File: src/design/klDiagPkg.sv
`default_nettype none

package klDiagPkg;

  ////////////////////////////////////////////////////////////////////////////
  // Diagnostic function codes seen by the clock board

  // Codes are octal as in the front-end documentation
  typedef enum logic [6:0] {
    // Clock control
    STOP_CLOCK    = 7'o000,
    START_CLOCK   = 7'o001,
    STEP_CLOCK    = 7'o002,
    COND_STEP     = 7'o004,
    BURST         = 7'o005,
    // Reset, run and continue flops
    CLR_RESET     = 7'o006,
    SET_RESET     = 7'o007,
    CLR_RUN       = 7'o010,
    SET_RUN       = 7'o011,
    CONTINUE      = 7'o012,
    // Register loads from the right half of the bus
    LOAD_BURST_RH = 7'o042,
    LOAD_BURST_LH = 7'o043,
    LOAD_SRC_RATE = 7'o044,
    LOAD_EBOX_DIS = 7'o045,
    LOAD_PAR_CHK  = 7'o046,
    LOAD_MBOX_DIS = 7'o047
  } tDiagFunction;

  // Idle bus code, only meaningful with the strobe low
  localparam tDiagFunction NONE = STOP_CLOCK;

  ////////////////////////////////////////////////////////////////////////////
  // Bus words

  // Right half of the EBUS data word
  typedef union packed {
    logic [17:0] raw;
    // Clock source and rate select as loaded by function 044
    struct packed {
      logic [13:0] pad;
      logic [1:0]  src;
      logic [1:0]  rate;
    } clkSel;
  } tEbusRh;

  // Diagnostic part of the EBUS
  typedef struct packed {
    logic         diagStrobe;
    tDiagFunction ds;
    tEbusRh       data;
  } tEbusDiag;

  // Clock board state as seen from outside
  typedef struct packed {
    logic       running;
    logic       resetFlop;
    logic       runFlop;
    logic       continueReq;
    logic [1:0] src;
    logic [1:0] rate;
    logic [3:0] parChk;
    logic [3:0] mboxDis;
    logic [3:0] eboxDis;
    logic [7:0] burstCount;
  } tClkStatus;

  // Strobe high time and trailing idle gap, in clocks
  localparam int STROBE_CYCLES = 10;
  localparam int GAP_CYCLES    = 4;

endpackage

`default_nettype wire

File: src/design/klClkDiag.sv
`timescale 1ns/100ps
`default_nettype none

module klClkDiag (
  input  wire logic                CLK,
  input  wire logic                rst,
  input  wire klDiagPkg::tEbusDiag bus,
  input  wire logic                burstDec,
  output klDiagPkg::tClkStatus     status,
  output logic                     stepReq,
  output logic                     condStepReq,
  output logic                     burstReq
);

  // Strobe as sampled last cycle
  logic strobeDly;
  // First cycle of a strobe
  logic strobeRise;
  // Decode slot, one cycle after the rise is seen
  logic actPending;

  ////////////////////////////////////////////////////////////////////////////
  // Strobe detect

  assign strobeRise = bus.diagStrobe & ~strobeDly;

  always_ff @(posedge CLK) begin
    if (rst) begin
      strobeDly  <= 1'b0;
      actPending <= 1'b0;
    end else begin
      strobeDly  <= bus.diagStrobe;
      // ds and data hold for the whole strobe so decode can wait a cycle
      actPending <= strobeRise;
    end
  end

  ////////////////////////////////////////////////////////////////////////////
  // Function decode and clock control registers

  always_ff @(posedge CLK) begin
    // Request pulses last one cycle
    stepReq     <= 1'b0;
    condStepReq <= 1'b0;
    burstReq    <= 1'b0;
    if (rst) begin
      // Everything clear except the reset flop
      status           <= '0;
      status.resetFlop <= 1'b1;
    end else begin
      // Burst logic counts the burst counter down
      if (burstDec && (status.burstCount != '0))
        status.burstCount <= status.burstCount - 8'd1;

      if (actPending) begin
        case (bus.ds)
          // Clock control
          klDiagPkg::STOP_CLOCK: begin
            status.running     <= 1'b0;
            status.continueReq <= 1'b0;
          end
          klDiagPkg::START_CLOCK: status.running <= 1'b1;
          klDiagPkg::STEP_CLOCK:  stepReq        <= 1'b1;
          klDiagPkg::COND_STEP:   condStepReq    <= 1'b1;
          klDiagPkg::BURST:       burstReq       <= 1'b1;

          // Flops
          klDiagPkg::CLR_RESET: status.resetFlop   <= 1'b0;
          klDiagPkg::SET_RESET: status.resetFlop   <= 1'b1;
          klDiagPkg::CLR_RUN:   status.runFlop     <= 1'b0;
          klDiagPkg::SET_RUN:   status.runFlop     <= 1'b1;
          // Continue button, held until the clock is stopped
          klDiagPkg::CONTINUE:  status.continueReq <= 1'b1;

          // Burst counter halves, 8 4 2 1 then 128 64 32 16
          klDiagPkg::LOAD_BURST_RH: status.burstCount[3:0] <= bus.data.raw[3:0];
          klDiagPkg::LOAD_BURST_LH: status.burstCount[7:4] <= bus.data.raw[3:0];

          // Source and rate from the clock select view
          klDiagPkg::LOAD_SRC_RATE: begin
            status.src  <= bus.data.clkSel.src;
            status.rate <= bus.data.clkSel.rate;
          end

          // Nibble registers
          klDiagPkg::LOAD_EBOX_DIS: status.eboxDis <= bus.data.raw[3:0];
          klDiagPkg::LOAD_PAR_CHK:  status.parChk  <= bus.data.raw[3:0];
          klDiagPkg::LOAD_MBOX_DIS: status.mboxDis <= bus.data.raw[3:0];

          // Codes handled by other boards
          default: ;
        endcase
      end
    end
  end

endmodule

`default_nettype wire

File: src/design/klClkGate.sv
`timescale 1ns/100ps
`default_nettype none

module klClkGate #(
  parameter int RATE_MAX_LOG = 3
) (
  input  wire logic                 CLK,
  input  wire logic                 rst,
  input  wire klDiagPkg::tClkStatus status,
  input  wire logic                 stepReq,
  input  wire logic                 condStepReq,
  input  wire logic                 burstReq,
  output logic                      mboxTick,
  output logic                      eboxTick,
  output logic                      burstDec
);

  localparam int BURST_W = $bits(status.burstCount);

  // Free running divider and the mask of bits that must be ones
  logic [RATE_MAX_LOG-1:0] divCnt;
  logic [RATE_MAX_LOG-1:0] divMask;
  logic                    freeTick;
  // Single step and conditional single step
  logic                    stepTick;
  // Ticks still owed after the current one
  logic [BURST_W-1:0]      burstLeft;
  logic                    burstTick;

  ////////////////////////////////////////////////////////////////////////////
  // Tick sources

  // Rate r sets the low r bits of the mask, clipped to the divider width
  always_comb begin
    for (int i = 0; i < RATE_MAX_LOG; i++) begin
      divMask[i] = (i < int'(status.rate));
    end
  end

  // One tick every 2^rate cycles while running
  assign freeTick = status.running && ((divCnt & divMask) == divMask);

  // Conditional step only acts with the clock stopped
  assign stepTick = stepReq | (condStepReq & ~status.running);

  // First burst tick comes straight off the request
  assign burstTick = burstReq ? (status.burstCount != '0) : (burstLeft != '0);

  always_ff @(posedge CLK) begin
    if (rst) begin
      divCnt    <= '0;
      burstLeft <= '0;
      mboxTick  <= 1'b0;
      burstDec  <= 1'b0;
    end else begin
      // Divider restarts from zero each time the clock starts
      divCnt <= status.running ? divCnt + RATE_MAX_LOG'(1) : '0;

      mboxTick <= freeTick | stepTick | burstTick;
      // Each burst tick takes one off the board's burst counter
      burstDec <= burstTick;

      if (burstReq && (status.burstCount != '0))
        burstLeft <= status.burstCount - BURST_W'(1);
      else if (burstLeft != '0)
        burstLeft <= burstLeft - BURST_W'(1);
    end
  end

  ////////////////////////////////////////////////////////////////////////////
  // EBOX gating

  // EBOX follows MBOX unless disabled or held in reset
  assign eboxTick = mboxTick & (status.eboxDis == '0) & ~status.resetFlop;

endmodule

`default_nettype wire

File: src/design/klDiagTop.sv
`timescale 1ns/100ps
`default_nettype none

module klDiagTop #(
  parameter int RATE_MAX_LOG = 3
) (
  input  wire logic                    CLK,
  input  wire logic                    rst,
  input  wire logic                    hostReq,
  input  wire klDiagPkg::tDiagFunction hostFunc,
  input  wire klDiagPkg::tEbusRh       hostData,
  input  wire logic                    resetSeqStart,
  output logic                         busy,
  output logic                         seqDone,
  output klDiagPkg::tClkStatus         status,
  output logic                         mboxTick,
  output logic                         eboxTick
);

  // Diagnostic bus from front-end to clock board
  klDiagPkg::tEbusDiag bus;

  // Clock board requests to the tick logic and the burst count back
  logic stepReq;
  logic condStepReq;
  logic burstReq;
  logic burstDec;

  klFrontEnd frontEnd0 (
    .CLK           (CLK),
    .rst           (rst),
    .hostReq       (hostReq),
    .hostFunc      (hostFunc),
    .hostData      (hostData),
    .resetSeqStart (resetSeqStart),
    .bus           (bus),
    .busy          (busy),
    .seqDone       (seqDone)
  );

  klClkDiag clkDiag0 (
    .CLK         (CLK),
    .rst         (rst),
    .bus         (bus),
    .burstDec    (burstDec),
    .status      (status),
    .stepReq     (stepReq),
    .condStepReq (condStepReq),
    .burstReq    (burstReq)
  );

  klClkGate #(
    .RATE_MAX_LOG (RATE_MAX_LOG)
  ) clkGate0 (
    .CLK         (CLK),
    .rst         (rst),
    .status      (status),
    .stepReq     (stepReq),
    .condStepReq (condStepReq),
    .burstReq    (burstReq),
    .mboxTick    (mboxTick),
    .eboxTick    (eboxTick),
    .burstDec    (burstDec)
  );

endmodule

`default_nettype wire

File: src/design/klFrontEnd.sv
`timescale 1ns/100ps
`default_nettype none

module klFrontEnd (
  input  wire logic                    CLK,
  input  wire logic                    rst,
  input  wire logic                    hostReq,
  input  wire klDiagPkg::tDiagFunction hostFunc,
  input  wire klDiagPkg::tEbusRh       hostData,
  input  wire logic                    resetSeqStart,
  output klDiagPkg::tEbusDiag          bus,
  output logic                         busy,
  output logic                         seqDone
);

  // One function is strobe time plus gap time
  localparam int FUNC_CYCLES = klDiagPkg::STROBE_CYCLES + klDiagPkg::GAP_CYCLES;
  localparam int PHASE_W     = $clog2(FUNC_CYCLES);
  // Master reset ROM length
  localparam int ROM_LEN     = 10;
  localparam int STEP_W      = $clog2(ROM_LEN);

  localparam logic [PHASE_W-1:0] STROBE_LAST = PHASE_W'(klDiagPkg::STROBE_CYCLES - 1);
  localparam logic [PHASE_W-1:0] FUNC_LAST   = PHASE_W'(FUNC_CYCLES - 1);
  localparam logic [STEP_W-1:0]  STEP_LAST   = STEP_W'(ROM_LEN - 1);

  logic [PHASE_W-1:0] phase;
  logic [STEP_W-1:0]  stepIdx;
  // Set while walking the ROM, clear for a single host function
  logic               seqMode;
  logic               lastStep;

  ////////////////////////////////////////////////////////////////////////////
  // Master reset ROM

  // Strobed bus word for one ROM step
  function automatic klDiagPkg::tEbusDiag romEntry(input logic [STEP_W-1:0] idx);
    klDiagPkg::tEbusDiag w;
    w = '0;
    w.diagStrobe = 1'b1;
    case (idx)
      STEP_W'(0): w.ds = klDiagPkg::STOP_CLOCK;
      STEP_W'(1): w.ds = klDiagPkg::SET_RESET;
      STEP_W'(2): w.ds = klDiagPkg::LOAD_PAR_CHK;
      STEP_W'(3): w.ds = klDiagPkg::LOAD_MBOX_DIS;
      STEP_W'(4): w.ds = klDiagPkg::LOAD_BURST_RH;
      STEP_W'(5): w.ds = klDiagPkg::LOAD_BURST_LH;
      STEP_W'(6): w.ds = klDiagPkg::LOAD_EBOX_DIS;
      STEP_W'(7): begin
        // 0,,10 gives src 2 and no divide
        w.ds = klDiagPkg::LOAD_SRC_RATE;
        w.data.raw = 18'o000010;
      end
      STEP_W'(8): w.ds = klDiagPkg::START_CLOCK;
      STEP_W'(9): w.ds = klDiagPkg::CLR_RESET;
      // Past the end of the ROM
      default: w = '0;
    endcase
    return w;
  endfunction

  // Host functions behave as a one entry sequence
  assign lastStep = !seqMode || (stepIdx == STEP_LAST);

  ////////////////////////////////////////////////////////////////////////////
  // Bus sequencer

  always_ff @(posedge CLK) begin
    // Done is a single cycle pulse
    seqDone <= 1'b0;
    if (rst) begin
      busy           <= 1'b0;
      seqMode        <= 1'b0;
      phase          <= '0;
      stepIdx        <= '0;
      bus.diagStrobe <= 1'b0;
      bus.ds         <= klDiagPkg::NONE;
      bus.data.raw   <= '0;
    end else if (!busy) begin
      // ROM sequence has priority over a host request
      if (resetSeqStart) begin
        busy    <= 1'b1;
        seqMode <= 1'b1;
        phase   <= '0;
        stepIdx <= '0;
        bus     <= romEntry('0);
      end else if (hostReq) begin
        busy           <= 1'b1;
        seqMode        <= 1'b0;
        phase          <= '0;
        stepIdx        <= '0;
        bus.diagStrobe <= 1'b1;
        bus.ds         <= hostFunc;
        bus.data       <= hostData;
      end
    end else if (phase == STROBE_LAST) begin
      // End of strobe, bus goes idle for the gap
      phase          <= phase + PHASE_W'(1);
      bus.diagStrobe <= 1'b0;
      bus.ds         <= klDiagPkg::NONE;
      bus.data.raw   <= '0;
    end else if (phase == FUNC_LAST) begin
      phase <= '0;
      if (lastStep) begin
        busy    <= 1'b0;
        seqDone <= seqMode;
        seqMode <= 1'b0;
      end else begin
        // Next ROM word goes out with no extra idle cycle
        stepIdx <= stepIdx + STEP_W'(1);
        bus     <= romEntry(stepIdx + STEP_W'(1));
      end
    end else begin
      phase <= phase + PHASE_W'(1);
    end
  end

endmodule

`default_nettype wire

File: config.mk
export PLATFORM = sky130hd
export DESIGN_NAME = klDiagTop
export DESIGN_NICKNAME = d
export VERILOG_FILES = /design/src/design/klDiagPkg.sv /design/src/design/klClkDiag.sv /design/src/design/klClkGate.sv /design/src/design/klDiagTop.sv /design/src/design/klFrontEnd.sv
export SDC_FILE = /design/constraint.sdc
export NUM_CORES = 1
export LEC_CHECK = 0
export ABC_AREA = 1
export BUFFER_PORTS_ARGS = -buffer_cell sky130_fd_sc_hd__buf_2
export CAP_MARGIN = 40
export CORE_UTILIZATION = 52
export CTS_CLUSTER_DIAMETER = 80
export DETAILED_ROUTE_END_ITERATION = 8
export GPL_TIMING_DRIVEN = 0
export PLACE_DENSITY_LB_ADDON = 0.05
export SLEW_MARGIN = 40
export SYNTH_ARGS = -nofsm -noshare
export SYNTH_HDL_FRONTEND = slang
export SYNTH_HIERARCHICAL = 1
export SYNTH_SLANG_ARGS = --single-unit
File: constraint.sdc
create_clock -name CLK -period 1.7 [get_ports CLK]
set_input_delay 0.085 -clock CLK [delete_from_list [all_inputs] [get_ports CLK]]
set_output_delay 0.085 -clock CLK [all_outputs]
set_load 0.02 [all_outputs]
# Yosys cells after proc, flatten, opt, wreduce, memory -nomap -nowiden
# Index checks and enable logic that the tools add are counted.
classes:
  addsub: 5
  multipliers: 0
  div_mod_pow: 0
  magnitude_cmp: 3
  n_eq_ne: 34
  shifts: 0
  muxes: 44
  bitwise_logic: 15
  n_reduce_logical: 31
op_table:
  columns: ["op", "count"]
  rows:
  - ["two-way mux 26 bit", 6]
  - ["one-hot mux 6 bit (9 select lines)", 1]
  - ["two-way mux 4 bit", 12]
  - ["equality test 7 x 6 -> 1 bit, second input constant", 6]
  - ["two-way mux 8 bit", 4]
  - ["equality test 7 x 3 -> 1 bit, second input constant", 4]
  - ["equality test 7 x 4 -> 1 bit, second input constant", 3]
  - ["equality test 4 bit, second input constant", 5]
  - ["two-way mux 1 bit", 17]
  - ["equality test 4 x 3 -> 1 bit, second input constant", 4]
  - ["AND reduction 2 bit", 8]
  - ["nonzero test 8 bit", 2]
  - ["subtractor 8 x 1 -> 8 bit, second input constant", 2]
  - ["nonzero test 2 bit", 5]
  - ["OR reduction 10 bit", 1]
  - ["adder 4 x 1 -> 4 bit, second input constant", 2]
  - ["equality test 4 x 2 -> 1 bit, second input constant", 2]
  - ["logical NOT 4 bit", 2]
  - ["!= test 2 bit, second input constant", 4]
  - ["one-hot mux 1 bit (2 select lines)", 4]
  - ["AND reduction 4 bit", 2]
  - ["equality test 7 x 1 -> 1 bit, second input constant", 1]
  - ["equality test 7 x 2 -> 1 bit, second input constant", 1]
  - ["logical NOT 7 bit", 1]
  - ["17 further kinds", 33]
word_totals:
  register_bits: 69
  latchBits: 0
  mem_bits_rw: 0
  mem_bits_ro: 0
  inputBits: 29
  out_inout_bits: 32
  word_cells: 159
  mem_count: 0

# Depth between registers and ports, before layout
depth:
  depth_word: 8
  ltp_mapped: 11
  mapped_depth_nobuf: 11

# Modules after synthesis
# Netlist, hierarchy kept.
modules_own_cells:
  columns: ["mod", "n_inst", "cells_per_inst", "area_each_um2", "seq_area_each_um2"]
  rows:
  - ["klFrontEnd", 1, 226, 1813.0, 740.7]
  - ["klClkDiag", 1, 237, 1639.1, 660.6]
  - ["klClkGate", 1, 116, 755.7, 260.2]

# Worst setup path after synthesis
# OpenSTA, ideal clock, no wires.
synth_timing:
  kind: "register to register"
  from: "reg, netlist name clkDiag0/status[2]"
  to: "reg clkGate0.burstLeft[6]"
  setup_ns: 0.126
  t_arrival_ns: 1.690
  required_time_ns: 1.574
  setup_slack_ns: -0.116
  stages_incl_launch_ff: 11
  n_path_buf: 0
  synth_period_minus_slack_ns: 1.816
  path_cell_list: "dfxtp_1 nor2_1 nand2_1 o21ai_4 o21ai_0 ha_1 nand3_1 nor2_1 nand2_1 nand2_1 a21oi_1"
synth_via:
  elab_chain_len: 3
  elab_cells_between_ends: 5
  classes_between: "add/sub (1); mux (1); reduce/logical (3)"
synth_lines:
  columns: ["element", "line_no", "source"]
  rows:
  - ["parallel branches: the longest is 3 deep, another holds subtractor 8 x 1 -> 8 bit", null, null]
  - ["end signal: assignment", "klClkGate.sv:64", "burstLeft <= status.burstCount - BURST_W'(1);"]
  - ["end signal: assignment", "klClkGate.sv:66", "burstLeft <= burstLeft - BURST_W'(1);"]
  - ["end: declaration", "klClkGate.sv:27", "logic [BURST_W-1:0] burstLeft;"]
# Several ways; the timed one is not identified.
# A chain may end at the register's enable or synchronous reset.

# Worst setup path after layout
layout_timing:
  from: "reg, netlist name clkDiag0/status[4]"
  to: "reg clkGate0.burstLeft[6]"
layout_via:
  elab_chain_len: 3
  elab_cells_between_ends: 5
  classes_between: "add/sub (1); mux (1); reduce/logical (3)"
layout_lines:
  columns: ["element"]
  rows:
  - ["parallel branches: the longest is 3 deep, another holds subtractor 8 x 1 -> 8 bit"]
# Several ways; the timed one is not identified.

==> out/results.ini <==
[status]
run_status=completed

[setup_path]
critical_path.cell_chain=nor2_4 -> nand2_2 -> o21ai_4 -> nand2_1 -> o21ai_2 -> ha_2 -> nand3_4 -> nor2_4 -> nand2_1 -> nand2_1 -> a21oi_1
critPathMaxStageDelay_ns=0.38
critPathRequiredTime_ns=1.93
timing.critical_path.max_delay_family=simple AND/OR/NAND/NOR gates
critical_path.startpoint_type=flop
worst-path-max-fanout=6
timing.critical_path.buf_inv=0
worstPathArrival_ns=1.92
critical_path.slowest_cell=dfxtp_4
endpoint_kind=flop
critPathMostFrequentCell=nand2_1
worst-setup-path-type=flop to flop

[cts]
worst_setup_hold_path_clk_slew_ns=0.08
cts.sink_count=69
worstSkewPairLatency_ns=0.34
cts-htree-levels=3
cts_root_buffer_type=clkbuf_8
tritoncts=done
cts_inserted_buffers=9
maximum_clock_path_buffer_count=2

[logic_synthesis]
summed_instance_area_of_the_synthesized_netlist_um2=3680
synthCells=523
synth.yosys.warnings=6
syn-mean-instance-area_um2=7.04
synth_fp_nets=562

[floorplanning]
initial_core_util_pct=53.9
placement_rows=30
die_width_um=86.2
dieArea_um2=7420
core_um2=6830
die_y_um=86.2
pin_count=61

[timing]
layout_worst_path_cycle_share_pct=99.9
final-hold-violation-count=0
maxSlewViolCount=0
grt_setup_unrepaired=true
total_setup_violations_reported_at_the_end_of_the_flow=0
least_margin_pin_slew_ns=0.552
clock.fmax_mhz=589
finalClockSkew_ns=0.0121
finalCriticalPeriod_ns=1.70
timing.slew.headroom_pct=63.2
final.setup.tns_ns=0

[pwr]
vdd.ir_drop.worst_v=0.000548
fin_total_pwr_mw=5.23
power_density_nw_per_um2=1150
static-leakage-power_nw=2.11

[grt]
grt_pass1_vias=3225
antenna_found_initial=0
grt_util_all_layers_pct=24.3
grt.overflow.total=0
grt_first_pass_wirelength_um=14100
maximum_number_of_pins_on_one_net_before_global_route_repair=13

[min_path]
min_path_type=input port to flop

[route]
drt_pass1_iterations=5
detail_route.wl_per_cell_um=12.3
remaining_drc_errors=0
vias=3564
wl_um=8630
viasPerCell=5.08
antenna_left=0
drtIter0Drc=170

[layout]
final_layout_size_suffix_gt1_share_pct=26.9
antenna-diode-count=0
final_core_utilization_pct=66.6
number_of_fill_cells_in_the_layout=645
multi_input_area_um2=2030
syn_to_final_growth_pct=23.5
ff_latch_area_um2=1410
finalNetCount=639
layout.cell_area.non_filler_um2=4550

[placement]
postPlaceCellArea_um2=4040
numPortBuffers=46
place.gp.congestion=0.927
place_hpwl_um=6280

[flow_run]
drv_cap=0

==> worst reg2reg max path, delay by kind of cell, from the launching register on <==
family / cells / cell delay [ns]
simple gates: 7 / 0.64
compound gates: 3 / 0.34
fa+ha+maj: 1 / 0.22
flops: 1 / 0.38
==> routing by layer <==
| metal | wire length, µm | vias to the layer above | part of all wire [%] | GRT usage, % |
|---|---|---|---|---|
| met5 | 0 | - | 0 | 0 |
| met2 | 4450 | 59 | 52 | 44.9 |
| li1 | - | 1838 | - | - |
| met3 | 234 | 20 | 2.7 | 3.56 |
| met1 | 3740 | 1647 | 43 | 27.1 |
| met4 | 208 | 0 | 2.4 | 11.7 |
==> state kept, by name, indices dropped and copies added, names as in the netlist <==
register,count
clkDiag0/condStepReq,1
frontEnd0/busy,1
frontEnd0/bus,12
clkDiag0/actPending,1
clkDiag0/burstReq,1
clkGate0/burstLeft,8
clkGate0/burstDec,1
clkGate0/divCnt,3
clkDiag0/stepReq,1
frontEnd0/phase,4
frontEnd0/seqDone,1
frontEnd0/stepIdx,4
clkGate0/mboxTick,1
clkDiag0/strobeDly,1
frontEnd0/seqMode,1
clkDiag0/status,28
==> cells in the final DEF (no fill, tap or decap), drive strengths merged, types with 2 or more instances in the layout <==
cell type,instances
buf,69
nor2,94
nor3,5
dfxtp,69
nand2,101
or2,2
clkinv,4
clkbuf,16
inv,75
nand3b,2
ha,10
nor4,3
o21ai,52
dlygate4sd3,5
a31oi,3
nand4,6
xnor2,3
xor2,2
a21oi,32
nand3,44
==> through the flow <==
step | setup slack [ns] | cells | hold WS [ns]
final | 0.00147 | 701 | 0.0162
after global routing | -0.0803 | 701 | 0.0256
after CTS | -0.0134 | 689 | 0.00526
after detailed placement | -0.174 | 665 | 0.339
after global placement | -0.136 | 665 | 0.335
after floorplan | 0.00972 | 523 | 0.154
==> where the power goes <==
group | internal, mW | switching [mW]
Sequential | 1.81 | 0.216
Combinational | 0.744 | 1.11
Clock | 0.721 | 0.623
Total | 3.28 | 1.95
==> worst paths after layout <==
check | start | to | slack [ns] | cells after the start
worst max-delay path | clkDiag0/status[4]$_SDFF_PP0_ | clkGate0/burstLeft[6]$_SDFFE_PP0P_ | 0.001 | 11
worst min-delay path | hostFunc[1] | frontEnd0/bus[19]$_SDFFE_PP0P_ | 0.02 | 3
worst max register to register | clkDiag0/status[4]$_SDFF_PP0_ | clkGate0/burstLeft[6]$_SDFFE_PP0P_ | 0.001 | 11
worst min register to register | clkDiag0/strobeDly$_SDFF_PP0_ | clkDiag0/actPending$_SDFF_PP0_ | 0.39 | 1
==> what timing repair did <==
action,in CTS,in global routing
setup endpoints to repair,17,26
pin swaps,4,16
hold endpoints to repair,8,0
hold buffers,5,0
buffers inserted,3,12
resized for setup,13,30
==> final cells by class <==
type                            count  share of cell area [%]
Multi-Input combinational cell    365                    44.7
Sequential cell                    69                    31.1
Timing Repair Buffer               66                    8.89
Inverter                           76                    6.33
Clock buffer                       11                    3.11
Tap cell                           96                    2.64
Buffer                             13                    1.93
Clock inverter                      5                    1.32
(Power assumes the default switching activity.)
